`config.mk`:
```
export PLATFORM = sky130hd
export DESIGN_NAME = wbu_flat
export DESIGN_NICKNAME = d
export VERILOG_FILES = /design/src/common/pipe_if.sv /design/src/hdl/wbu.sv /design/src/flat_wrapper.sv
export VERILOG_INCLUDE_DIRS = /design/src /design/src/common
export SDC_FILE = /design/constraint.sdc
export NUM_CORES = 1
export LEC_CHECK = 0
export BUFFER_PORTS_ARGS = -buffer_cell sky130_fd_sc_hd__buf_2
export CAP_MARGIN = 0
export CORE_UTILIZATION = 50
export DETAILED_ROUTE_END_ITERATION = 6
export MAX_ROUTING_LAYER = met4
export PLACE_DENSITY_LB_ADDON = 0.3
export SLEW_MARGIN = 20
export SYNTH_ARGS = -nofsm -noshare
export SYNTH_HDL_FRONTEND = slang
export SYNTH_SLANG_ARGS = --single-unit
```
`constraint.sdc`:
```
create_clock -name clock -period 4.57 [get_ports clock]
set_input_delay 0.914 -clock clock [delete_from_list [all_inputs] [get_ports clock]]
set_output_delay 0.914 -clock clock [all_outputs]
set_load 0.1 [all_outputs]
```
`src/common/core_consts.svh`:
```
// Core width and memory constants

`ifndef CORE_CONSTS_SVH
`define CORE_CONSTS_SVH

// data and address width.
`define XLEN 32

// first fetch address after reset.
`define RESET_PC 32'h8000_0000

// instruction SRAM size in words.
`define ISRAM_DEPTH 256

`endif

```
`src/common/pipe_if.sv`:
```
// Stage to stage links
`default_nettype none
`include "core_consts.svh"


// execute to writeback.
interface exe_wb_if;
  logic             valid;
  logic [4:0]       rd;
  logic [`XLEN-1:0] data;
  logic             we;
  logic [`XLEN-1:0] pc;
  logic             illegal;

  modport master (output valid, rd, data, we, pc, illegal);
  modport slave (input valid, rd, data, we, pc, illegal);
endinterface

`default_nettype wire

```
`src/hdl/wbu.sv`:
```
// Writeback and register file
`default_nettype none
`include "core_consts.svh"

module wbu (
  input  logic             clock,
  input  logic             reset,
  exe_wb_if.slave          ew,
  input  logic [4:0]       rs1_addr,
  input  logic [4:0]       rs2_addr,
  output logic [`XLEN-1:0] rs1_data,
  output logic [`XLEN-1:0] rs2_data,
  output logic             commit_valid,
  output logic [`XLEN-1:0] commit_pc,
  output logic [`XLEN-1:0] commit_data,
  output logic [4:0]       commit_rd,
  output logic             commit_illegal
);

  // x1 to x31 only.
  logic [`XLEN-1:0] regs [1:31];

  always_ff @(posedge clock) begin
    if (ew.valid && ew.we) begin
      regs[ew.rd] <= ew.data;
    end
  end

  assign rs1_data = (rs1_addr == 5'd0) ? '0 : regs[rs1_addr];
  assign rs2_data = (rs2_addr == 5'd0) ? '0 : regs[rs2_addr];

  // ##################################################
  // commit report
  // ##################################################

  always_ff @(posedge clock) begin
    if (reset) begin
      commit_valid <= 1'b0;
    end else begin
      commit_valid <= ew.valid;
    end
  end

  always_ff @(posedge clock) begin
    if (ew.valid) begin
      commit_pc      <= ew.pc;
      commit_data    <= ew.data;
      commit_rd      <= ew.rd;
      commit_illegal <= ew.illegal;
    end
  end

endmodule

`default_nettype wire

```
`src/flat_wrapper.sv`:
```
// flat-port wrapper written by rule: the top's interface ports become plain ports
module wbu_flat 
  (clock, reset, rs1_addr, rs2_addr, rs1_data, rs2_data, commit_valid, commit_pc, commit_data, commit_rd, commit_illegal, ew_valid, ew_rd, ew_data, ew_we, ew_pc, ew_illegal);
  exe_wb_if ew_i ();
  input  logic clock;
  input  logic reset;
  input  logic [4:0] rs1_addr;
  input  logic [4:0] rs2_addr;
  output logic [`XLEN-1:0] rs1_data;
  output logic [`XLEN-1:0] rs2_data;
  output logic commit_valid;
  output logic [`XLEN-1:0] commit_pc;
  output logic [`XLEN-1:0] commit_data;
  output logic [4:0] commit_rd;
  output logic commit_illegal;
  input wire logic [$bits(ew_i.valid)-1:0] ew_valid;
  input wire logic [$bits(ew_i.rd)-1:0] ew_rd;
  input wire logic [$bits(ew_i.data)-1:0] ew_data;
  input wire logic [$bits(ew_i.we)-1:0] ew_we;
  input wire logic [$bits(ew_i.pc)-1:0] ew_pc;
  input wire logic [$bits(ew_i.illegal)-1:0] ew_illegal;
  assign ew_i.valid = ew_valid;
  assign ew_i.rd = ew_rd;
  assign ew_i.data = ew_data;
  assign ew_i.we = ew_we;
  assign ew_i.pc = ew_pc;
  assign ew_i.illegal = ew_illegal;
  wbu u_core (.clock(clock), .reset(reset), .ew(ew_i), .rs1_addr(rs1_addr), .rs2_addr(rs2_addr), .rs1_data(rs1_data), .rs2_data(rs2_data), .commit_valid(commit_valid), .commit_pc(commit_pc), .commit_data(commit_data), .commit_rd(commit_rd), .commit_illegal(commit_illegal));
endmodule
```
# After elaboration in Yosys (flattened, before gate mapping)
# Memory sizes are Yosys's and may differ from the RTL's.
# Index checks and enable logic that the tools add are counted.
[classes]
n_addsub = 0
n_mul = 0
div = 0
n_lt_le_gt_ge = 0
eq_ne = 0
shifts = 0
n_mux = 4
bitwise_logic = 0
reduce_logical = 3
[op_table]
columns = ["operator", "n"]
rows = [
  ["$mux 32", 2],
  ["$logic_not 5->1", 2],
  ["$mux 1", 2],
  ["$logic_and 1x1->1", 1],
]
[word_totals]
regBits = 71
latchBits = 0
mem_bits_rw = 992
romBits = 0
in_bits = 84
output_inout_bits = 135
elab_cells = 13
memories = 1
[memory_table]
columns = ["name", "depth", "word_bits", "read_ports", "rd_ports_with_merged_regs", "write_ports", "line", "text"]
rows = [
  ["u_core.regs", 31, 32, 2, 0, 1, "wbu.sv:21", "logic [`XLEN-1:0] regs [1:31];"],
]

# Longest topological paths before layout
[logic_depth]
word_depth = 3
mapped_depth = 9

# Worst setup path after synthesis
# OpenSTA, ideal clock, no wires.
[synth_timing]
path_kind = "input port to output port"
from = "input rs1_addr[1]"
to = "output rs1_data[14]"
arrival_ns = 4.200
required_ns = 3.656
slack_ns = -0.544
cell_stages = 7
path_cell_list = "buf_2 > nor3_1 > buf_2 > a221oi_1 > a21oi_1 > o21ai_0 > a211oi_1"
[synth_between]
elab_chain_len = 2
word_cells_on_any_way = 3
cone_classes = "mux: 1; reduce/logical: 1; memory: 1"
[synth_lines]
columns = ["item", "line", "text"]
rows = [
  ["start, declared", "flat_wrapper.sv:7", "input logic [4:0] rs1_addr;"],
  ["$mem_v2 31x32 / $logic_not 5->1 (equally long branches)", "-", ""],
  ["$mux 32 *", "wbu.sv:29", "assign rs1_data = (rs1_addr == 5'd0) ? '0 : regs[rs1_addr];"],
  ["end, declared", "flat_wrapper.sv:9", "output logic [`XLEN-1:0] rs1_data;"],
]
# Mark *: on every way between the ends. The rest lies on a longest branch, timed or not.

# Worst setup path after layout
[layout_timing]
from = "input rs1_addr[2]"
to = "output rs1_data[17]"
# Same word-level chain as after synthesis.

==> summary.md <==
| Metric | Value |
|---|---|
| Vias in the first global route | 29100 |
| Share of post-route cells with drive strength above 1 | 37.5% |
| Cts bufs inserted | 110 |
| Layout Nets | 2862 |
| Gate count after technology mapping | 2499 |
| Share of the core filled with cells | 58.4% |
| Critical Path Most Common Cell | sky130_fd_sc_hd__buf_2 |
| Post-route insts no fill | 4136 |
| Die H | 313 µm |
| Multi-input logic area | 15800 µm² |
| Fill cell total of the finished layout | 6993 |
| Final Hold Vio Count | 0 |
| Standard cell with the maximum stage delay on the critical path | sky130_fd_sc_hd__a211oi_2 |
| Synth-to-Final Area Change | 15.4% |
| Number of placed cells counting well taps | 3931 |
| Rows | 113 |
| Maximum single-stage delay on the critical path | 570 ps |
| Critical Path Start Type | input port |
| Fmax | 0.230 GHz |
| Overall via count from detail_route | 29200 |
| Sort of element at the end of the critical path | output pin |
| TNS Setup | 0 ps |
| Count of unique library cells instantiated by Yosys | 44 |
| Buffers inserted by post-CTS timing repair | 0 |
| Origin of the worst setup path | rs1_addr[2] |
| Largest fanout on the critical path | 18 |
| Initial antenna violation count | 8 |
| Synth top area share | 66.1% |
| Overflow left after global routing | 0 |
| Number of nets with antenna violations after detailed routing | 0 |
| Mapped Area | 48200 µm² |
| Die Width | 313 µm |
| Initial DRT Pass Iterations | 6 |
| Maximum Capacitance Violations | 0 |
| Register Area | 31900 µm² |
| Sequential cell area fraction in the yosys report | 66.1% |
| Buffers and inverters on the worst path | 3 |
| Largest vdd supply drop | 0.000433 V |
| Clock transition at the register clock pins on the worst setup and hold paths after CTS | 60 ps |
| WP data arrival | 3440 ps |
| Final setup vio count | 0 |
| Top FF cell, synth | sky130_fd_sc_hd__edfxtp_1 |
| Root Buffer Master | sky130_fd_sc_hd__clkbuf_16 |
| Routed length per instance | 35.6 µm |
| Wire length of the first global-routing pass | 210000 µm |
| Static leakage | 18.4 nW |
| Minimum clock period | 4360 ps |
| Normalized max-slew margin | 33.7% |
| Post-cts gate resize count | 0 |
| Vias per cell | 7.07 |
| TritonCTS clock tree | built |
| Origin of the worst min-delay path | reset |
| Ratio of total power to cell area | 407 nW/µm² |
| H-tree levels | 3 |
| Final wirelength | 147000 µm |
| Top post-synthesis cells by area | sky130_fd_sc_hd__edfxtp_1, sky130_fd_sc_hd__mux4_2, sky130_fd_sc_hd__mux2i_1 |
| Unrepaired setup endpoints after global routing | no |
| Required time of the critical path | 3660 ps |
| Number of buffer cells added on primary ports | 218 |
| Number of ports placed on the die boundary | 219 |
| Type of the worst min-delay path | input port to flop |
| Dominant delay contributor by cell family on the critical path | buffers and inverters |
| Library cell occupying the most area in the post-synthesis netlist | sky130_fd_sc_hd__edfxtp_1 |
| Sinks on Clock Net | 1063 |
| Pin count of the biggest net entering global routing | 63 |
| Number of buffers on the longest clock path | 3 |
| HPWL reported at the end of detailed placement | 90200 µm |
| Total track usage | 31.1% |
| Crit-path cells | buf_2 > nor2_1 > nor4b_4 > buf_4 > a21oi_1 > o21ai_0 > a211oi_2 > buf_2 |
| Die area | 97700 µm² |
| EDFF count, synth | 1062 |
| Outcome | finished, final reports clean |
| Actual transition at the worst max-transition pin | 995 ps |
| Type of the worst setup path | input port to output pin |
| DRC Markers | 0 |
| Synthesized area divided by synthesized cell count | 19.3 µm² |
| Synthesized net count | 2583 |
| Worst hold-check slack | 366 ps |
| Register bit count reported by yosys | 1063 |
| Count of yosys warnings during synthesis | 0 |
| Initial standard-cell utilization of the core | 50.6% |
| Last weighted congestion value of the routability-driven placer | 0.899 |
| Drt initial violations | 4440 |
| Std-Cell Core Area | 95300 µm² |
| Number of pins with negative max-slew slack in the final report | 0 |
| Post-cts hold buffer count | 0 |
| Leading cell type in the layout, fill and taps excluded | sky130_fd_sc_hd__edfxtp_1 |
| Power Total | 22.6 mW |
| Period utilization | 95.3% |
| Most frequent cells in the layout | sky130_fd_sc_hd__edfxtp_1, sky130_fd_sc_hd__mux4_2, sky130_fd_sc_hd__buf_2, sky130_fd_sc_hd__mux2i_1, sky130_fd_sc_hd__clkbuf_16 |
| Share of flip-flops with an asynchronous set or reset | 0% |
-- final timing paths --
kind | endpoint | slack, ps | depth (start not counted)
worst max-delay path | rs1_data[17] | 210 | 8
worst min-delay path | u_core.commit_valid | 370 | 2
-- state kept, by name, summed over array words and instances, names as in the netlist --
| signal | flops |
|---|---|
| u_core.commit_pc | 32 |
| u_core.commit_valid | 1 |
| u_core.commit_rd | 5 |
| u_core.commit_data | 32 |
| u_core.regs | 992 |
| u_core.commit_illegal | 1 |
-- cell families after synthesis --
logic type             after synthesis  synth area share (%)
muxes                              666                  24.5
buffers and inverters              191                  2.02
AOI/OAI and AO/OA                  357                  5.17
and+or+nand+nor                    222                  2.17
DFF                               1063                  66.1
-- final cells by class --
cell class	instances	area share, %
Antenna cell	5	0.0225
Clock buffer	132	5.13
Tap cell	1265	2.84
Timing Repair Buffer	358	5.10
Sequential cell	1063	57.3
Multi-Input combinational cell	1245	28.4
Clock inverter	68	1.24
-- power by group --
group          leakage (nW)  switching [mW]  internal [mW]
Sequential             9.62          0.0428           10.8
Combinational          7.06            2.01          0.776
Clock                  1.71            3.80           5.17
-- metal layers --
metal	share of wire (%)	vias up	global-route usage, %	routed length, µm
met5	0	-	-	0
met4	3.9	0	10.8	5670
met3	12	382	7.19	17200
met2	48	2276	47.1	69900
met1	37	15300	41.8	54300
li1	-	11300	-	-
-- cells in the mapped netlist (all sizes together) (2+ instances only) --
| library cell | instances |
|---|---|
| nand3b | 3 |
| nor2b | 27 |
| a21o | 30 |
| o22ai | 31 |
| mux2 | 87 |
| a22oi | 96 |
| and3b | 2 |
| clkbuf | 62 |
| nand2 | 70 |
| nor2 | 80 |
| a22o | 12 |
| o221ai | 12 |
| or3 | 2 |
| o21ai | 24 |
| a221oi | 30 |
| nand2b | 2 |
| nor3b | 5 |
| a21oi | 64 |
| a211oi | 54 |
| nor3 | 11 |
| and2 | 3 |
| mux2i | 176 |
| mux4 | 403 |
| edfxtp | 1062 |
| and3 | 10 |
| buf | 129 |
-- stage by stage --
stage,setup slack (ps),area [µm²]
after detailed placement,334,52100
final,214,55700
after global routing,139,55700
after CTS,326,55700
after floorplan,230,48400
after global placement,373,52100
Note: power is estimated with default switching activity, not from simulation.
