## src/common/core_consts.svh

```systemverilog
// Core width and memory constants

`ifndef CORE_CONSTS_SVH
`define CORE_CONSTS_SVH

// data and address width.
`define XLEN 32

// first fetch address after reset.
`define RESET_PC 32'h8000_0000

// instruction SRAM size in words.
`define ISRAM_DEPTH 256

`endif

```

## src/common/core_pkg.sv

```systemverilog
// Core shared types
`default_nettype none

package core_pkg;

  // major opcodes.
  localparam logic [6:0] OP_R = 7'b0110011;
  localparam logic [6:0] OP_I = 7'b0010011;

  // funct3 codes, shared by both formats.
  localparam logic [2:0] F3_ADD = 3'b000;
  localparam logic [2:0] F3_XOR = 3'b100;
  localparam logic [2:0] F3_OR  = 3'b110;
  localparam logic [2:0] F3_AND = 3'b111;

  // funct7 codes for r-type.
  localparam logic [6:0] F7_BASE = 7'b0000000;
  localparam logic [6:0] F7_SUB  = 7'b0100000;

  // read response code.
  localparam logic [1:0] RESP_OKAY = 2'b00;

  typedef enum logic [3:0] {
    ADD,
    SUB,
    XOR,
    OR,
    AND,
    NONE
  } alu_op_t;

  typedef struct packed {
    logic [6:0] funct7;
    logic [4:0] rs2;
    logic [4:0] rs1;
    logic [2:0] funct3;
    logic [4:0] rd;
    logic [6:0] opcode;
  } r_fmt_t;

  typedef struct packed {
    logic [11:0] imm12;
    logic [4:0]  rs1;
    logic [2:0]  funct3;
    logic [4:0]  rd;
    logic [6:0]  opcode;
  } i_fmt_t;

  // one instruction word, two views.
  typedef union packed {
    r_fmt_t r;
    i_fmt_t i;
  } inst_u;

endpackage

`default_nettype wire

```

## src/common/isram_rd_if.sv

```systemverilog
// Instruction SRAM read channel
`default_nettype none
`include "core_consts.svh"

interface isram_rd_if;
  // read address channel.
  logic [`XLEN-1:0] araddr;
  logic             arvalid;
  logic             arready;

  // read data channel.
  logic [`XLEN-1:0] rdata;
  logic [1:0]       rresp;
  logic             rvalid;
  logic             rready;

  modport master (
    output araddr, arvalid, rready,
    input  arready, rvalid, rdata, rresp
  );

  modport slave (
    input  araddr, arvalid, rready,
    output arready, rvalid, rdata, rresp
  );
endinterface

`default_nettype wire

```

## src/hdl/ifu.sv

```systemverilog
// Instruction fetch unit
`default_nettype none
`include "core_consts.svh"

module ifu (
  input  logic             clock,
  input  logic             reset,
  input  logic             run,
  input  logic             commit_valid,
  isram_rd_if.master       rd,
  output logic [`XLEN-1:0] inst,
  output logic [`XLEN-1:0] inst_pc,
  output logic             inst_valid
);
  import core_pkg::*;

  typedef enum logic {
    S_REQ,
    S_WAIT
  } state_t;

  state_t           state;
  logic [`XLEN-1:0] pc;
  logic             arvalid_r;

  always_ff @(posedge clock) begin
    if (reset) begin
      state     <= S_REQ;
      pc        <= `RESET_PC;
      arvalid_r <= 1'b0;
    end else begin
      case (state)
        S_REQ: begin
          if (arvalid_r && rd.arready) begin
            arvalid_r <= 1'b0;
            state     <= S_WAIT;
          end else if (run) begin
            // held until the address is taken.
            arvalid_r <= 1'b1;
          end
        end
        S_WAIT: begin
          if (commit_valid) begin
            pc        <= pc + `XLEN'(4);
            arvalid_r <= run;
            state     <= S_REQ;
          end
        end
        default: state <= S_REQ;
      endcase
    end
  end

  assign rd.araddr  = pc;
  assign rd.arvalid = arvalid_r;
  assign rd.rready  = (state == S_WAIT);

  // a bad response turns into an all-zero word, which decodes as illegal.
  assign inst       = (rd.rresp == RESP_OKAY) ? rd.rdata : '0;
  assign inst_pc    = pc;
  assign inst_valid = rd.rvalid && rd.rready;

endmodule

`default_nettype wire

```

## src/flat_wrapper.sv

```systemverilog
// flat-port wrapper written by rule: the top's interface ports become plain ports
module ifu_flat import core_pkg::*;
  (clock, reset, run, commit_valid, inst, inst_pc, inst_valid, rd_araddr, rd_arvalid, rd_rready, rd_arready, rd_rvalid, rd_rdata, rd_rresp);
  isram_rd_if rd_i ();
  input  logic clock;
  input  logic reset;
  input  logic run;
  input  logic commit_valid;
  output logic [`XLEN-1:0] inst;
  output logic [`XLEN-1:0] inst_pc;
  output logic inst_valid;
  output wire logic [$bits(rd_i.araddr)-1:0] rd_araddr;
  output wire logic [$bits(rd_i.arvalid)-1:0] rd_arvalid;
  output wire logic [$bits(rd_i.rready)-1:0] rd_rready;
  input wire logic [$bits(rd_i.arready)-1:0] rd_arready;
  input wire logic [$bits(rd_i.rvalid)-1:0] rd_rvalid;
  input wire logic [$bits(rd_i.rdata)-1:0] rd_rdata;
  input wire logic [$bits(rd_i.rresp)-1:0] rd_rresp;
  assign rd_araddr = rd_i.araddr;
  assign rd_arvalid = rd_i.arvalid;
  assign rd_rready = rd_i.rready;
  assign rd_i.arready = rd_arready;
  assign rd_i.rvalid = rd_rvalid;
  assign rd_i.rdata = rd_rdata;
  assign rd_i.rresp = rd_rresp;
  ifu u_core (.clock(clock), .reset(reset), .run(run), .commit_valid(commit_valid), .rd(rd_i), .inst(inst), .inst_pc(inst_pc), .inst_valid(inst_valid));
endmodule
```

## config.mk

```make
export PLATFORM = sky130hd
export DESIGN_NAME = ifu_flat
export DESIGN_NICKNAME = d
export VERILOG_FILES = /design/src/common/core_pkg.sv /design/src/common/isram_rd_if.sv /design/src/hdl/ifu.sv /design/src/flat_wrapper.sv
export VERILOG_INCLUDE_DIRS = /design/src /design/src/common
export SDC_FILE = /design/constraint.sdc
export NUM_CORES = 1
export LEC_CHECK = 0
export BUFFER_PORTS_ARGS = -buffer_cell sky130_fd_sc_hd__buf_2
export CORE_MARGIN = 2
export CORE_UTILIZATION = 30
export CTS_CLUSTER_SIZE = 14
export DETAILED_ROUTE_END_ITERATION = 12
export MAX_ROUTING_LAYER = met4
export SLEW_MARGIN = 25
export SYNTH_ARGS = -nofsm -noshare
export SYNTH_HDL_FRONTEND = slang
export SYNTH_SLANG_ARGS = --single-unit
```

## constraint.sdc

```tcl
create_clock -name clock -period 2 [get_ports clock]
set_clock_uncertainty 0.2 [all_clocks]
set_input_delay 0.2 -clock clock [delete_from_list [all_inputs] [get_ports clock]]
set_output_delay 0.2 -clock clock [all_outputs]
set_load 0.1 [all_outputs]
```

Word-level counts from Yosys, hierarchy flattened
Cells that the tools add are included.
{"block": "classes", "addsub": 1, "n_eq_ne": 2, "mux": 8, "n_bitwise": 1, "reduce_logical": 5}
{"cell": "$add 32x3->32 const B", "count": 1}
{"cell": "$mux 32", "count": 1}
{"cell": "$mux 1", "count": 5}
{"cell": "$pmux 1 s2", "count": 2}
{"cell": "$reduce_and 2->1", "count": 2}
{"cell": "$ne 3x2->1 const B", "count": 1}
{"cell": "$logic_and 1x1->1", "count": 2}
{"cell": "$logic_not 2->1", "count": 1}
{"cell": "$ne 2x2->1 const B", "count": 1}
{"cell": "$not 1->1", "count": 1}
{"block": "totals", "reg_bits": 34, "in_bits": 40, "output_inout_bits": 99, "elab_cells": 20}

Longest topological paths before layout
{"block": "depth", "word_depth": 3, "ltp_mapped": 6, "depth_no_buf": 5}

Worst setup path before layout
OpenSTA, ideal clock, no wires.
{"block": "synth_timing", "path_type": "flip-flop to flip-flop", "startpoint": "register u_core.pc[6] (netlist: u_core.inst_pc[6])", "endpoint": "register u_core.pc[20] (netlist: u_core.inst_pc[20])", "setup_time_ns": 0.121, "arrival_time_ns": 2.569, "t_required_ns": 1.679, "setup_slack_ns": -0.889, "path_stages_with_launch": 6, "path_buffers": 1, "path_cell_list": "dfxtp_1 > nand3_1 > or4_1 > clkbuf_1 > nor3_1 > mux2_2"}
{"block": "synth_between", "elab_chain_len": 1}
{"element": "start, declared", "line_no": "ifu.sv:23", "source": "logic [`XLEN-1:0] pc;"}
{"element": "start signal, assigned", "line_no": "ifu.sv:29", "source": "pc <= `RESET_PC;"}
{"element": "start signal, assigned", "line_no": "ifu.sv:44", "source": "pc <= pc + `XLEN'(4);"}
{"element": "$add 32x3->32", "line_no": "ifu.sv:44"}
Every way passes these cells.
A chain may end at the register's enable or synchronous reset.

Final worst setup path
{"block": "layout_timing", "startpoint": "register u_core.pc[15] (netlist: u_core.inst_pc[15])", "endpoint": "register u_core.pc[27] (netlist: u_core.inst_pc[27])"}
The elaborated chain is that of the path after synthesis.

==> impl_results.md <==
- Status: finished, violations left
- Failing checks: setup timing
- Pre-CTS WS: -73.5 ps
- Vias in the first global route: 1,832
- Final Non-Filler Cells: 451
- Register bit total from synthesis: 32
- Synth Cell Area: 1970 um2
- Final Wtd Congestion: 0.814
- Asr flop ratio synth: 0%
- CP Launch Type: register
- # port buffers: 134
- Crit path to: u_core.inst_pc[27]$_SDFFE_PP0P_
- Maxcap violations: 0
- Vert. Die Dim: 85.1 um
- Final hold viol count: 0
- Reg2Reg Setup Slack: -50 ps
- CTS buffer count: 5
- Fin crit period: 2050 ps
- Clock Latency Late Sink: 280 ps
- I/O pin cnt: 139
- Die X: 85.1 um
- Final nets: 414
- Period utilisation layout: 102%
- Via count: 2,104
- Worst Setup End Kind: register
- First-pass GRT wire length: 8.71 mm
- H-tree levels: 2
- TNS Setup: -73.1 ps
- Synth Flop Type: dfxtp_1
- Most common cell after layout, fill and taps aside: buf_2
- Max clock buf depth: 2
- Worst Setup SP: u_core.inst_pc[15]$_SDFFE_PP0P_
- Placed Cells: 432
- Post-Syn Instances: 247
- Worst-path maximum fanout: 8
- Clk slew on worst S/H paths: 70 ps
- Reg2Reg Depth: 5
- Leakage Power: 0.00154 uW
- Number of flops mapped to enable cells by yosys: 0
- Clock sink count: 32
- Unrepaired setup endpoints after global routing: true
- Die area: 7240 um2
- R2r endpoint: u_core.inst_pc[27]$_SDFFE_PP0P_
- DR DRC count: 0
- Layout cell share with drive strength beyond 1: 55.9%
- Post-route ant nets: 0
- Initial antenna violation count: 0
- Site Rows: 29
- FF-to-FF Start: u_core.inst_pc[15]$_SDFFE_PP0P_
- Slew Viols, Final: 0
- VDD IR max: 0.000306 V
- Initial Util: 31.1%
- Mapped Avg Cell Area: 7.98 um2
- CORE AREA: 6350 um2
- Final Instance Area: 3400 um2
- Slew @ Worst Pin: 677 ps
- Largest net degree at the start of global routing: 38
- Root Buffer: clkbuf_8
- CTS tree: done
- Via density: 4.67
- DR iter-0 viols: 95
- Gr usage total: 15.5%
- DP Area: 3170 um2
- Most frequent cells in the layout: buf_2 (102), and2_1 (33), buf_12 (32)
- WS Path Type: register to register
- Synth unique cells: 34
- DP HPWL: 4.39 mm
- Ant diodes: 0
- CP required: 2010 ps
- Power per cell area: 482 nW/um2
- Yosys warns: 0
- Final WS setup: -46.3 ps
- Data arrival, critical path: 2060 ps
- Total grt overflow: 0
- Wire per inst: 12.5 um
- Setup violators final: 2
- Area growth from synthesis to layout: 72.2%
- DRT Pass-1 Iters: 4
- Hold Slack: 21.2 ps
- Max Clk Rate: 489 MHz
- Worst slew margin: 54.9%
- Register area share after synthesis: 32.5%
- HP Class: input port to register
- Post-Route WL: 5.63 mm
==> kinds of logic after synthesis <==
logic type / count (synthesis) / share of synthesized area, %
multiplexers: 3 / 1.65
flip-flops: 32 / 32.5
AND/OR/NAND/NOR: 113 / 33.5
adder cells (fa/ha/maj): 1 / 0.634
XOR/XNOR: 10 / 4.44
other: 1 / 0.190
buffers and inverters: 53 / 17.1
AO/OA/AOI/OAI: 34 / 10.0
==> registers in the layout, indices dropped and copies added (netlist names) <==
signal	count
u_core.inst_pc	30
u_core.rd.arvalid	1
u_core.rd.rready	1
==> area by class of cell <==
class	instances	area, um2
inverter	6	22.5
clock buffer	7	97.6
tap	77	96.3
clock inverter	1	5.00
fill	581	2950
timing repair buffer	163	1380
multi-input combinational	165	1060
sequential	32	736
==> worst min-delay path by stage <==
stage / start / end / slack [ps] / depth (start not counted)
finish: commit_valid / u_core.inst_pc[3]$_SDFFE_PP0P_ / 20 / 3
floorplan: commit_valid / u_core.inst_pc[3]$_SDFFE_PP0P_ / 150 / 2
global placement: u_core.inst_pc[23]$_SDFFE_PP0P_ / u_core.inst_pc[23]$_SDFFE_PP0P_ / 290 / 2
CTS: commit_valid / u_core.inst_pc[3]$_SDFFE_PP0P_ / 10 / 3
global route: commit_valid / u_core.inst_pc[3]$_SDFFE_PP0P_ / 20 / 3
detailed placement: u_core.inst_pc[25]$_SDFFE_PP0P_ / u_core.inst_pc[25]$_SDFFE_PP0P_ / 290 / 2
==> metal layers <==
metal / GRT usage [%] / up-vias / wire, um
li1: - / 1068 / -
met4: 4.76 / 0 / 37
met2: 25.3 / 96 / 2820
met3: 4.47 / 2 / 445
met1: 18.6 / 938 / 2320
met5: - / - / 0
==> cell usage after synthesis, types with 5 or more instances <==
| cell | instances | area (um2) |
|---|---|---|
| and2_1 | 33 | 206 |
| nor2_1 | 16 | 60.1 |
| xor2_1 | 6 | 52.6 |
| inv_1 | 6 | 22.5 |
| nand2_1 | 12 | 45.0 |
| nand3_1 | 7 | 35.0 |
| o31ai_1 | 11 | 82.6 |
| or3_1 | 5 | 31.3 |
| buf_4 | 34 | 255 |
| clkbuf_1 | 8 | 30.0 |
| a21oi_1 | 17 | 85.1 |
| nand4_1 | 9 | 56.3 |
| o21ai_0 | 6 | 30.0 |
| or4_1 | 13 | 97.6 |
| dfxtp_1 | 32 | 641 |
==> power by group <==
group	leakage, uW	switching (uW)	internal [uW]	total, uW
logic	0.00121	323	147	470
registers	0.000279	3.32	608	612
clock network	0.0000534	237	319	556
total	0.00154	564	1070	1640
==> through the flow <==
step	util [%]	total power, uW
floorplan	-	934
global placement	49.9	1100
detailed placement	49.9	1100
CTS	52.0	1660
global route	53.5	1710
finish	53.5	1640
==> critical path: stages (launching register included) <==
cell and delay [ps]:
dfxtp_4 380, nand4_4 110, or4_4 600, buf_4 160, or4_1 390, a21oi_1 130
==> repair_timing <==
action / CTS / global route
gates cloned: 0 / 0
setup buffers: 2 / 8
setup endpoints to repair: 4 / 9
gates resized for setup: 2 / 7
pin swaps: 1 / 4
hold endpoints to repair: 1 / 0
hold buffers: 1 / 0
Note: power is estimated with default switching activity, not from simulation.
