**src/common/core_consts.svh**
```systemverilog
// Core width and memory constants

`ifndef CORE_CONSTS_SVH
`define CORE_CONSTS_SVH

// data and address width.
`define XLEN 32

// first fetch address after reset.
`define RESET_PC 32'h8000_0000

// instruction SRAM size in words.
`define ISRAM_DEPTH 256

`endif

```
**src/common/core_pkg.sv**
```systemverilog
// Core shared types
`default_nettype none

package core_pkg;

  // major opcodes.
  localparam logic [6:0] OP_R = 7'b0110011;
  localparam logic [6:0] OP_I = 7'b0010011;

  // funct3 codes, shared by both formats.
  localparam logic [2:0] F3_ADD = 3'b000;
  localparam logic [2:0] F3_XOR = 3'b100;
  localparam logic [2:0] F3_OR  = 3'b110;
  localparam logic [2:0] F3_AND = 3'b111;

  // funct7 codes for r-type.
  localparam logic [6:0] F7_BASE = 7'b0000000;
  localparam logic [6:0] F7_SUB  = 7'b0100000;

  // read response code.
  localparam logic [1:0] RESP_OKAY = 2'b00;

  typedef enum logic [3:0] {
    ADD,
    SUB,
    XOR,
    OR,
    AND,
    NONE
  } alu_op_t;

  typedef struct packed {
    logic [6:0] funct7;
    logic [4:0] rs2;
    logic [4:0] rs1;
    logic [2:0] funct3;
    logic [4:0] rd;
    logic [6:0] opcode;
  } r_fmt_t;

  typedef struct packed {
    logic [11:0] imm12;
    logic [4:0]  rs1;
    logic [2:0]  funct3;
    logic [4:0]  rd;
    logic [6:0]  opcode;
  } i_fmt_t;

  // one instruction word, two views.
  typedef union packed {
    r_fmt_t r;
    i_fmt_t i;
  } inst_u;

endpackage

`default_nettype wire

```
**src/common/pipe_if.sv**
```systemverilog
// Stage to stage links
`default_nettype none
`include "core_consts.svh"

// decode to execute.
interface dec_exe_if;
  import core_pkg::*;

  logic             valid;
  alu_op_t          op;
  logic [4:0]       rd;
  logic [`XLEN-1:0] a;
  logic [`XLEN-1:0] b;
  logic [`XLEN-1:0] pc;
  logic             illegal;

  modport master (output valid, op, rd, a, b, pc, illegal);
  modport slave (input valid, op, rd, a, b, pc, illegal);
endinterface


`default_nettype wire

```
**src/hdl/idu.sv**
```systemverilog
// Instruction decode stage
`default_nettype none
`include "core_consts.svh"

module idu (
  input  logic             clock,
  input  logic             reset,
  input  logic [`XLEN-1:0] inst,
  input  logic [`XLEN-1:0] inst_pc,
  input  logic             inst_valid,
  output logic [4:0]       rs1_addr,
  output logic [4:0]       rs2_addr,
  input  logic [`XLEN-1:0] rs1_data,
  input  logic [`XLEN-1:0] rs2_data,
  dec_exe_if.master        de
);
  import core_pkg::*;

  inst_u            iw;
  alu_op_t          op_d;
  logic             illegal_d;
  logic [`XLEN-1:0] b_d;

  assign iw       = inst;
  assign rs1_addr = iw.r.rs1;
  assign rs2_addr = iw.r.rs2;

  always_comb begin
    op_d      = NONE;
    illegal_d = 1'b0;
    b_d       = rs2_data;
    case (iw.r.opcode)
      OP_R: begin
        case ({iw.r.funct7, iw.r.funct3})
          {F7_BASE, F3_ADD}: op_d = ADD;
          {F7_SUB, F3_ADD}:  op_d = SUB;
          {F7_BASE, F3_XOR}: op_d = XOR;
          {F7_BASE, F3_OR}:  op_d = OR;
          {F7_BASE, F3_AND}: op_d = AND;
          default:           illegal_d = 1'b1;
        endcase
      end
      OP_I: begin
        // same bits as funct7 and rs2 in the r view.
        b_d = {{(`XLEN-12){iw.i.imm12[11]}}, iw.i.imm12};
        case (iw.i.funct3)
          F3_ADD:  op_d = ADD;
          F3_XOR:  op_d = XOR;
          F3_OR:   op_d = OR;
          F3_AND:  op_d = AND;
          default: illegal_d = 1'b1;
        endcase
      end
      default: illegal_d = 1'b1;
    endcase
  end

  always_ff @(posedge clock) begin
    if (reset) begin
      de.valid <= 1'b0;
    end else begin
      de.valid <= inst_valid;
    end
  end

  always_ff @(posedge clock) begin
    if (inst_valid) begin
      de.op      <= op_d;
      de.rd      <= iw.r.rd;
      de.a       <= rs1_data;
      de.b       <= b_d;
      de.pc      <= inst_pc;
      de.illegal <= illegal_d;
    end
  end

endmodule

`default_nettype wire

```
**src/flat_wrapper.sv**
```systemverilog
// flat-port wrapper written by rule: the top's interface ports become plain ports
module idu_flat import core_pkg::*;
  (clock, reset, inst, inst_pc, inst_valid, rs1_addr, rs2_addr, rs1_data, rs2_data, de_valid, de_op, de_rd, de_a, de_b, de_pc, de_illegal);
  dec_exe_if de_i ();
  input  logic clock;
  input  logic reset;
  input  logic [`XLEN-1:0] inst;
  input  logic [`XLEN-1:0] inst_pc;
  input  logic inst_valid;
  output logic [4:0] rs1_addr;
  output logic [4:0] rs2_addr;
  input  logic [`XLEN-1:0] rs1_data;
  input  logic [`XLEN-1:0] rs2_data;
  output wire logic [$bits(de_i.valid)-1:0] de_valid;
  output wire logic [$bits(de_i.op)-1:0] de_op;
  output wire logic [$bits(de_i.rd)-1:0] de_rd;
  output wire logic [$bits(de_i.a)-1:0] de_a;
  output wire logic [$bits(de_i.b)-1:0] de_b;
  output wire logic [$bits(de_i.pc)-1:0] de_pc;
  output wire logic [$bits(de_i.illegal)-1:0] de_illegal;
  assign de_valid = de_i.valid;
  assign de_op = de_i.op;
  assign de_rd = de_i.rd;
  assign de_a = de_i.a;
  assign de_b = de_i.b;
  assign de_pc = de_i.pc;
  assign de_illegal = de_i.illegal;
  idu u_core (.clock(clock), .reset(reset), .inst(inst), .inst_pc(inst_pc), .inst_valid(inst_valid), .rs1_addr(rs1_addr), .rs2_addr(rs2_addr), .rs1_data(rs1_data), .rs2_data(rs2_data), .de(de_i));
endmodule
```
**config.mk**
```make
export PLATFORM = sky130hd
export DESIGN_NAME = idu_flat
export DESIGN_NICKNAME = d
export VERILOG_FILES = /design/src/common/core_pkg.sv /design/src/common/pipe_if.sv /design/src/hdl/idu.sv /design/src/flat_wrapper.sv
export VERILOG_INCLUDE_DIRS = /design/src /design/src/common
export SDC_FILE = /design/constraint.sdc
export NUM_CORES = 1
export LEC_CHECK = 0
export ABC_AREA = 1
export BUFFER_PORTS_ARGS = -buffer_cell sky130_fd_sc_hd__buf_2
export CORE_AREA = 2 2 96 98
export DETAILED_ROUTE_END_ITERATION = 10
export DIE_AREA = 0 0 98 100
export GPL_TIMING_DRIVEN = 0
export PLACE_DENSITY = 0.9
export SYNTH_ARGS = -nofsm -noshare
export SYNTH_HDL_FRONTEND = slang
export SYNTH_SLANG_ARGS = --single-unit
export TNS_END_PERCENT = 50
```
**constraint.sdc**
```tcl
create_clock -name clock -period 3.39 [get_ports clock]
set_clock_uncertainty 0.15 [all_clocks]
set_input_delay 0.1695 -clock clock [delete_from_list [all_inputs] [get_ports clock]]
set_output_delay 0.1695 -clock clock [all_outputs]
set_load 0.01 [all_outputs]
```
# [After elaboration in Yosys (flattened, before gate mapping)]
# Cells that the tools add are included.
[word_totals] output_inout_bits=117 wordCells=27 in_bits=131 regBits=107
[classes] n_mux=7 n_reduce_logical=4 n_eq_ne=9
[ops] op="2-to-1 mux 32 bit" count=1
[ops] op="equality test 10 x 3 -> 1 bit (second input constant)" count=3
[ops] op="case mux 3 bit (5 select lines)" count=1
[ops] op="case mux 3 bit (4 select lines)" count=1
[ops] op="equality test 10 x 9 -> 1 bit (second input constant)" count=1
[ops] op="zero test 10 bit" count=1
[ops] op="equality test 3 bit (second input constant)" count=3
[ops] op="case mux 4 bit (2 select lines)" count=1
[ops] op="equality test 7 x 5 -> 1 bit (second input constant)" count=1
[ops] op="equality test 7 x 6 -> 1 bit (second input constant)" count=1
[ops] op="OR reduction 5 bit" count=1
[ops] op="OR reduction 4 bit" count=1
[ops] op="zero test 3 bit" count=1
[ops] op="2-to-1 mux 1 bit" count=2
[ops] op="case mux 1 bit (2 select lines)" count=1

# [Longest topological paths before layout]
# Gate-level depths: netlist of run 1.
[logic_depth] ltp_word=4 ltp_mapped=8 ltp_nobuf=7

# [Worst setup path before layout of run 1]
# OpenSTA, ideal clock, no wires.
[synth_timing] path_kind="in2reg" start="input inst[0]" end="register u_core.de.illegal (data pin)" path_buffers=1 setup_ns=0.254 required_ns=2.986 path_stages=8 slack_ns=2.181 t_arrival_ns=0.804 cell_sequence="nand2_1 inv_1 nand3_1 inv_2 buf_4 nand2_1 a21oi_1 nand2_1"
[synth_between] elab_chain_cells=2 word_cells_on_any_way=3 cone_classes="2 x eq/ne; 1 x mux"
[synth_lines] item="start, declared" line_no="flat_wrapper.sv:7" source="input logic [`XLEN-1:0] inst;"
[synth_lines] item="equality test 7 x 5 -> 1 bit or equality test 7 x 6 -> 1 bit (tied branches)" line_no="idu.sv:32" source="case (iw.r.opcode)"
[synth_lines] item="case mux 1 bit (2 select lines) *" line_no="idu.sv:32"
[synth_lines] item="via u_core.illegal_d" line_no="idu.sv:21" source="logic illegal_d;"
[synth_lines] item="end signal, assigned" line_no="idu.sv:73" source="de.illegal <= illegal_d;"
[synth_lines] item="end, declared" line_no="pipe_if.sv:17" source="modport master (output valid, op, rd, a, b, pc, illegal);"
# Mark *: on every way through the listed nets, which the timed path passes. The rest lies on a longest branch.
# A chain may end at the register's enable or synchronous reset.

# [Worst setup path in the final report of run 1]
[layout_timing] start="input inst[1]" end="register u_core.de.b[3] (data pin)"
[layout_between] elab_chain_cells=2
[layout_lines] item="equality test 7 x 5 -> 1 bit" line_no="idu.sv:32"
[layout_lines] item="2-to-1 mux 32 bit" line_no="idu.sv:32"
[layout_lines] item="via u_core.b_d[3]" line_no="idu.sv:22" source="logic [`XLEN-1:0] b_d;"
[layout_lines] item="end signal, assigned" line_no="idu.sv:71" source="de.b <= b_d;"
[layout_lines] item="end, declared" line_no="pipe_if.sv:17"
# The timed path passes the listed nets, and every way through them passes these cells.

==> results of run 1 <==
## where the power goes
part           total (mW)  switching [mW]  internal, mW  leakage [nW]
sequential           1.58          0.0297          1.55          1.04
clock               0.773           0.476         0.297         0.104
combinational       0.431           0.203         0.228          1.93
## logic make-up (layout without fill, tap and decap cells)
logic type	after synthesis	after routing
buf+inv	32	401
simple gates	116	116
other cells	1	1
compound gates	6	6
flops	106	106
## registers in the layout, indices dropped and copies added (netlist names)
signal	count
u_core.de.pc	32
u_core.de.b	32
u_core.de.rd	5
u_core.de.op	3
u_core.de.illegal	1
u_core.de.valid	1
u_core.de.a	32
## cells in the final DEF, fill, tap and decap left out, drive strengths merged
master and instances:
dfxtp 1, nand2 80, o21ai 3, inv 18
edfxtp 105, clkinv 3, conb 1, nand3 18
nor3 3, a21oi 3, dlygate4sd3 111, clkbuf 9
buf 260, nor2 15
## worst max path at each step
stage	cells after the start	slack, ns	endpoint	from
floorplan	8	2.18	u_core.de.illegal	inst[0]
detailed placement	6	1.87	u_core.de.b[29]	inst[5]
CTS	7	1.79	u_core.de.b[3]	inst[5]
finish	10	1.74	u_core.de.b[3]	inst[1]
global route	10	1.63	u_core.de.b[3]	inst[1]
global placement	1	1.05	u_core.de.a[10]	inst_valid
## per-layer routing
metal	GRT usage [%]	up-vias	part of all wire [%]
li1	-	1618	-
met2	47.5	192	56
met1	26.9	1591	34
met4	8.23	0	2.3
met3	5.36	24	7.0
met5	0	-	0
## metrics by stage
| step | worst slack, ns | instances | hold WS (ns) |
|---|---|---|---|
| floorplan | 2.18 | 261 | 0.0907 |
| global placement | 1.05 | 613 | 0.181 |
| detailed placement | 1.87 | 614 | 0.198 |
| CTS | 1.79 | 741 | 0.0168 |
| global route | 1.63 | 741 | 0.0428 |
| finish | 1.74 | 741 | 0.0564 |
## final cells by class
class                           instances  area, um2  area share [%]
Multi-Input combinational cell        123        515            7.84
Timing Repair Buffer                  353       2350            35.7
Clock inverter                          7       81.3            1.24
Buffer                                 18        139            2.11
Tap cell                              111        139            2.11
Inverter                               14       52.6           0.800
Clock buffer                            9        124            1.88
Sequential cell                       106       3170            48.3
## critical path, cell delays in order
cell,delay [ns]
buf_2,0.09
nand2_1,0.06
inv_1,0.06
nand3_1,0.11
inv_2,0.12
nand2_2,0.12
buf_2,0.22
nand2_1,0.08
nand2_1,0.04
dlygate4sd3_1,0.55
## what timing repair did
item	CTS	global route
endpoints found under the hold margin	102	0
hold buffers	111	0
resized for setup	0	0
==> impl_results.md, run 1 <==
- Crit end category: register
- Largest net degree at the start of global routing: 67
- Synth Area in Simple Gates: ~12%
- XOR/XNOR Fraction of Synth Area: 0%
- Synth top area share: 81.3%
- Placed Area: approximately 5300 um2
- Dominant cell type by area after synthesis: edfxtp_1
- Relative slew margins: about 64%
- First-pass GRT wire length: 18,500 um
- DR WL/cell: 16.5 um
- Worst EP required: approximately 3.3 ns
- Postcts setup bufs: 0
- Gpl congestion: 0.814
- Synth Area in Adders: 0%
- Fillers: 590
- Main synth FF type: edfxtp_1
- Final Setup Violations: 0
- Period utilization: 48.8%
- Clock buffer count from CTS: 9
- Static Leak: between 3 and 4 nW
- Layout cell share with drive strength beyond 1: 44.4%
- WHS Endpoint: u_core.de.b[5]
- Ant. Diodes: 0
- RSZ-0062 raised after global routing: false
- Mapped Avg Cell Area: 14.9 um2
- Syn Std Cell Area: 3880 um2
- FF+latch count, synth: 106
- Post-synthesis mux area share: 0%
- Number of synthesized flops with an enable pin: 105
- Chip width: a little under 100 um
- Least-Margin Pin Slew: 0.546 ns
- Post-DRT Antenna Nets: 0
- Post-layout util: 73.9%
- Die area: around 10000 um2
- Drt initial violations: between 150 and 200
- Most instantiated cells after synthesis: edfxtp_1, nand2_1, nand3_1, nor2_1, inv_1
- # H-tree levels: 3
- Min-delay worst type: primary input to register
- CTS Root Cell: clkbuf_8
- WS Path Type: primary input to register
- Vias in the first global route: 3,607
- Count leader, synth: edfxtp_1
- Io pins: about 250
- Initial antenna violation count: 0
- Ys async rst share: 0%
- Port bufs: 241
- VDD IR max: between 0.2 and 0.25 mV
- CTS Buffer Depth: 2
- Total negative slack: 0 ns
- Design Area, Final: 6570 um2
- Via density: 4.62
- Max Freq: 604 MHz
- PwrDens: 424 nW/um2
- Minimum clock period: 1.65 ns
- CTS tree: done
- Top cells by area, synth: edfxtp_1, nand2_1, buf_4
- CTS clk-pin slew, worst paths: 0.11 ns
- Distinct cells, synth: 17
- Final #Nets: 756
- DRT Pass-1 Iters: 4
- Max cap viols: 0
- DRC: 0
- FP Rows: 35
- Hold Violations, Final: 0
- Mapped Cells: 261
- Core box area: 8890 um2
- Overflow after GRT: 0
- Critical Path Fanout Max: 10
- Mapped Nets: 392
- CP Data Arrival Time: approximately 1.6 ns
- Total GRT Usage: 24.7%
- Slew Limit Fails: 0
- Sequential area share after synthesis: 81.8%
- Initial core utilization: 43.6%
- Post-DP HPWL: 7600 um
- Layout area overhead: 69.4%
- CTS sink count: ~110
- Synth warn: 0
- Run status: completed
- CP Launch Type: primary input
- Final wirelength: 12,200 um
- Compound-cell area share of the yosys netlist: less than 1%
- Power, Total: 2.79 mW
- DR vias: 3,425
- Chip height: 100 um
- Largest family of logic cells by synthesized area: simple AND/OR/NAND/NOR gates
- Hold depth: 3
- Hold Path Origin: inst[25]
Note: power is estimated with default switching activity, not from simulation.
==> run 2: changes to the inputs <==
--- a/config.mk
+++ b/config.mk
@@ -8,11 +8,11 @@
 export LEC_CHECK = 0
 export ABC_AREA = 1
 export BUFFER_PORTS_ARGS = -buffer_cell sky130_fd_sc_hd__buf_2
-export CORE_AREA = 2 2 96 98
+export CORE_AREA = 2 2 105 107
 export DETAILED_ROUTE_END_ITERATION = 10
-export DIE_AREA = 0 0 98 100
+export DIE_AREA = 0 0 107 109
 export GPL_TIMING_DRIVEN = 0
-export PLACE_DENSITY = 0.9
+export PLACE_DENSITY = 0.81
 export SYNTH_ARGS = -nofsm -noshare
 export SYNTH_HDL_FRONTEND = slang
 export SYNTH_SLANG_ARGS = --single-unit
==> constraint.sdc (replaced) <==
create_clock -name clock -period 1.45 [get_ports clock]
set_clock_uncertainty 0.15 [all_clocks]
set_input_delay 0.0725 -clock clock [delete_from_list [all_inputs] [get_ports clock]]
set_output_delay 0.0725 -clock clock [all_outputs]
set_load 0.01 [all_outputs]
==> impl_results.md, run 2 (synthesized netlist as in run 1, its figures left out) <==
- DRC: 0 (unchanged)
- Sequential power share: 56.5% (-0.3 points)
- CTS sink count: 106 (unchanged)
- Setup WS pre-CTS: 0.0309 ns (-1.84 ns)
- NetSw: 1.55 mW (+120%)
- Static Leak: 3.12 nW (+1.6%)
- Initial core utilization: 36.6% (-7.1 points)
- DRT Pass-1 Iters: 4 (unchanged)
- CP Data Arrival Time: 1.41 ns (-0.20 ns)
- Min-delay worst type: primary input to register
- Power, Total: 6.54 mW (+130%)
- Chip width: 107 um (+9.2%)
- Total negative slack: 0 ns (unchanged)
- Logic pwr share: 15.5% (about the same)
- Post-DRT Antenna Nets: 0 (unchanged)
- CTS clk-pin slew, worst paths: 0.10 ns (about the same)
- Gpl congestion: 0.906 (+11%)
- Slack of the critical path: 0.00182 ns (-1.73 ns)
- Internal power: 4.99 mW (+140%)
- Least-Margin Pin Slew: 0.563 ns (+0.0171 ns)
- Hold Violations, Final: 0 (unchanged)
- Port bufs: 241 (unchanged)
- Commonest non-fill, non-tap cell in the layout: buf_2
- Final Setup Violations: 0 (unchanged)
- Run status: completed
- Post-DP HPWL: 7480 um (-1.6%)
- Worst EP required: 1.42 ns (-1.92 ns)
- Worst Setup EP: u_core.de.b[5]
- Vias in the first global route: 3,626 (+0.53%)
- Total GRT Usage: 19.7% (-5.0 points)
- Critical Path Source: rs2_data[5]
- DR vias: 3,488 (+1.8%)
- DR WL/cell: 15.1 um (-8.2%)
- Switch share: 23.6% (-1.8 points)
- Io pins: 248 (unchanged)
- Clock network power share: 28.0% (+0.3 points)
- Largest regs: u_core.de.a x32, u_core.de.b x32, u_core.de.pc x32
- CTS tree: done
- Final wirelength: 11,800 um (-3.7%)
- # H-tree levels: 3 (unchanged)
- CTS Buffer Depth: 2 (unchanged)
- Via density: 4.48 (-3.0%)
- Chip height: 109 um (+9.0%)
- Layout area overhead: 73.2%
- Max cap viols: 0 (unchanged)
- Critical Path Fanout Max: 1 (-9)
- CP Launch Type: primary input
- Layout cell share with drive strength beyond 1: 45.1% (+0.70 points)
- CTS Root Cell: clkbuf_8
- Final #Nets: 764 (+1.1%)
- VDD IR max: 0.578 mV (+170%)
- Max Freq: 691 MHz
- First-pass GRT wire length: 17,300 um (-6.2%)
- Ant. Diodes: 0 (unchanged)
- Slew Limit Fails: 0 (unchanged)
- Period utilization: 99.9%
- PwrDens: 973 nW/um2 (+130%)
- FP Rows: 38 (+8.6%)
- Overflow after GRT: 0 (unchanged)
- Commonest cells after routing, fill and taps aside: buf_2, dlygate4sd3_1, edfxtp_1
- Crit end category: register
- Die area: 11,700 um2 (+19%)
- WS Path Type: primary input to register
- Core box area: 10,600 um2 (+19%)
- Relative slew margins: 62.5% (-1.1 points)
- Largest net degree at the start of global routing: 65 (-3.0%)
- Clock buffer count from CTS: 9 (unchanged)
- Minimum clock period: 1.45 ns
- Drt initial violations: 145 (-27%)
- Initial antenna violation count: 0 (unchanged)
==> run 2: cell types whose count changed in the layout (fill, tap and decap cells not counted), sizes merged <==
cell	delta
bufinv	+1
dlygate4sd3	+6
clkinvlp	+2
buf	+1
dlymetal6s4s	+1
inv	-2
clkinv	-1
==> run 2: area by class of cell <==
| class | count | area, um2 |
|---|---|---|
| well taps | 140 | 175 |
| fillers | 753 | 3880 |
| inverters | 14 | 52.6 |
| clock inverters | 7 | 77.6 |
| multi-input cells | 123 | 551 |
| repair buffers | 361 | 2430 |
| plain buffers | 18 | 139 |
| clock buffers | 9 | 124 |
| flip-flops and latches | 106 | 3170 |
==> run 2: what timing repair did <==
item                                    4_1_cts  5_1_grt
hold endpoints to repair                    106        0
buffers inserted                              0        1
hold buffers                                118        0
gates resized for setup                       0       13
endpoints found under the setup margin        0        4
==> run 2: metrics by stage <==
step	cells	util (%)	area, um2	hold WS [ns]
final	778	63.4	6720	0.0475
after global routing	778	63.4	6720	0.0530
after CTS	777	62.9	6670	0.00961
after detailed placement	643	49.9	5290	0.0851
after global placement	642	49.6	5260	0.0796
after floorplan	261	-	3880	-0.00632
==> run 2: worst min-delay path by stage <==
stage | start | end | slack, ns | depth (start not counted)
2_1_floorplan | reset | u_core.de.valid | -0.006 | 1
3_3_place_gp | reset | u_core.de.valid | 0.08 | 2
3_5_place_dp | reset | u_core.de.valid | 0.09 | 2
4_1_cts | inst[5] | u_core.de.op[2] | 0.01 | 4
5_1_grt | inst_valid | u_core.de.valid | 0.05 | 3
6_report | inst[5] | u_core.de.op[2] | 0.05 | 4
==> run 2: power by group through the flow <==
stage                     Clock, mW  Sequential [mW]  Combinational [mW]
final                          1.83             3.70                1.02
after global routing           1.99             3.72                1.09
after CTS                      1.88             3.69               0.995
after detailed placement          0             3.76               0.742
after global placement            0             3.76               0.716
after floorplan                   0             3.90               0.106
==> run 2: metal layers <==
layer / GRT usage [%] / vias up / part of all wire, %
met3: 5.50 / 33 / 8.0
li1: - / 1635 / -
met2: 38.3 / 209 / 55
met5: 0 / - / 0
met1: 19.2 / 1611 / 34
met4: 8.91 / 0 / 3.0
==> run 2: worst max-delay path, cell delays in order <==
cell and delay [ns]:
dlygate4sd3_1 0.54, buf_2 0.13, nand2_1 0.05, o21ai_0 0.07, dlygate4sd3_1 0.55
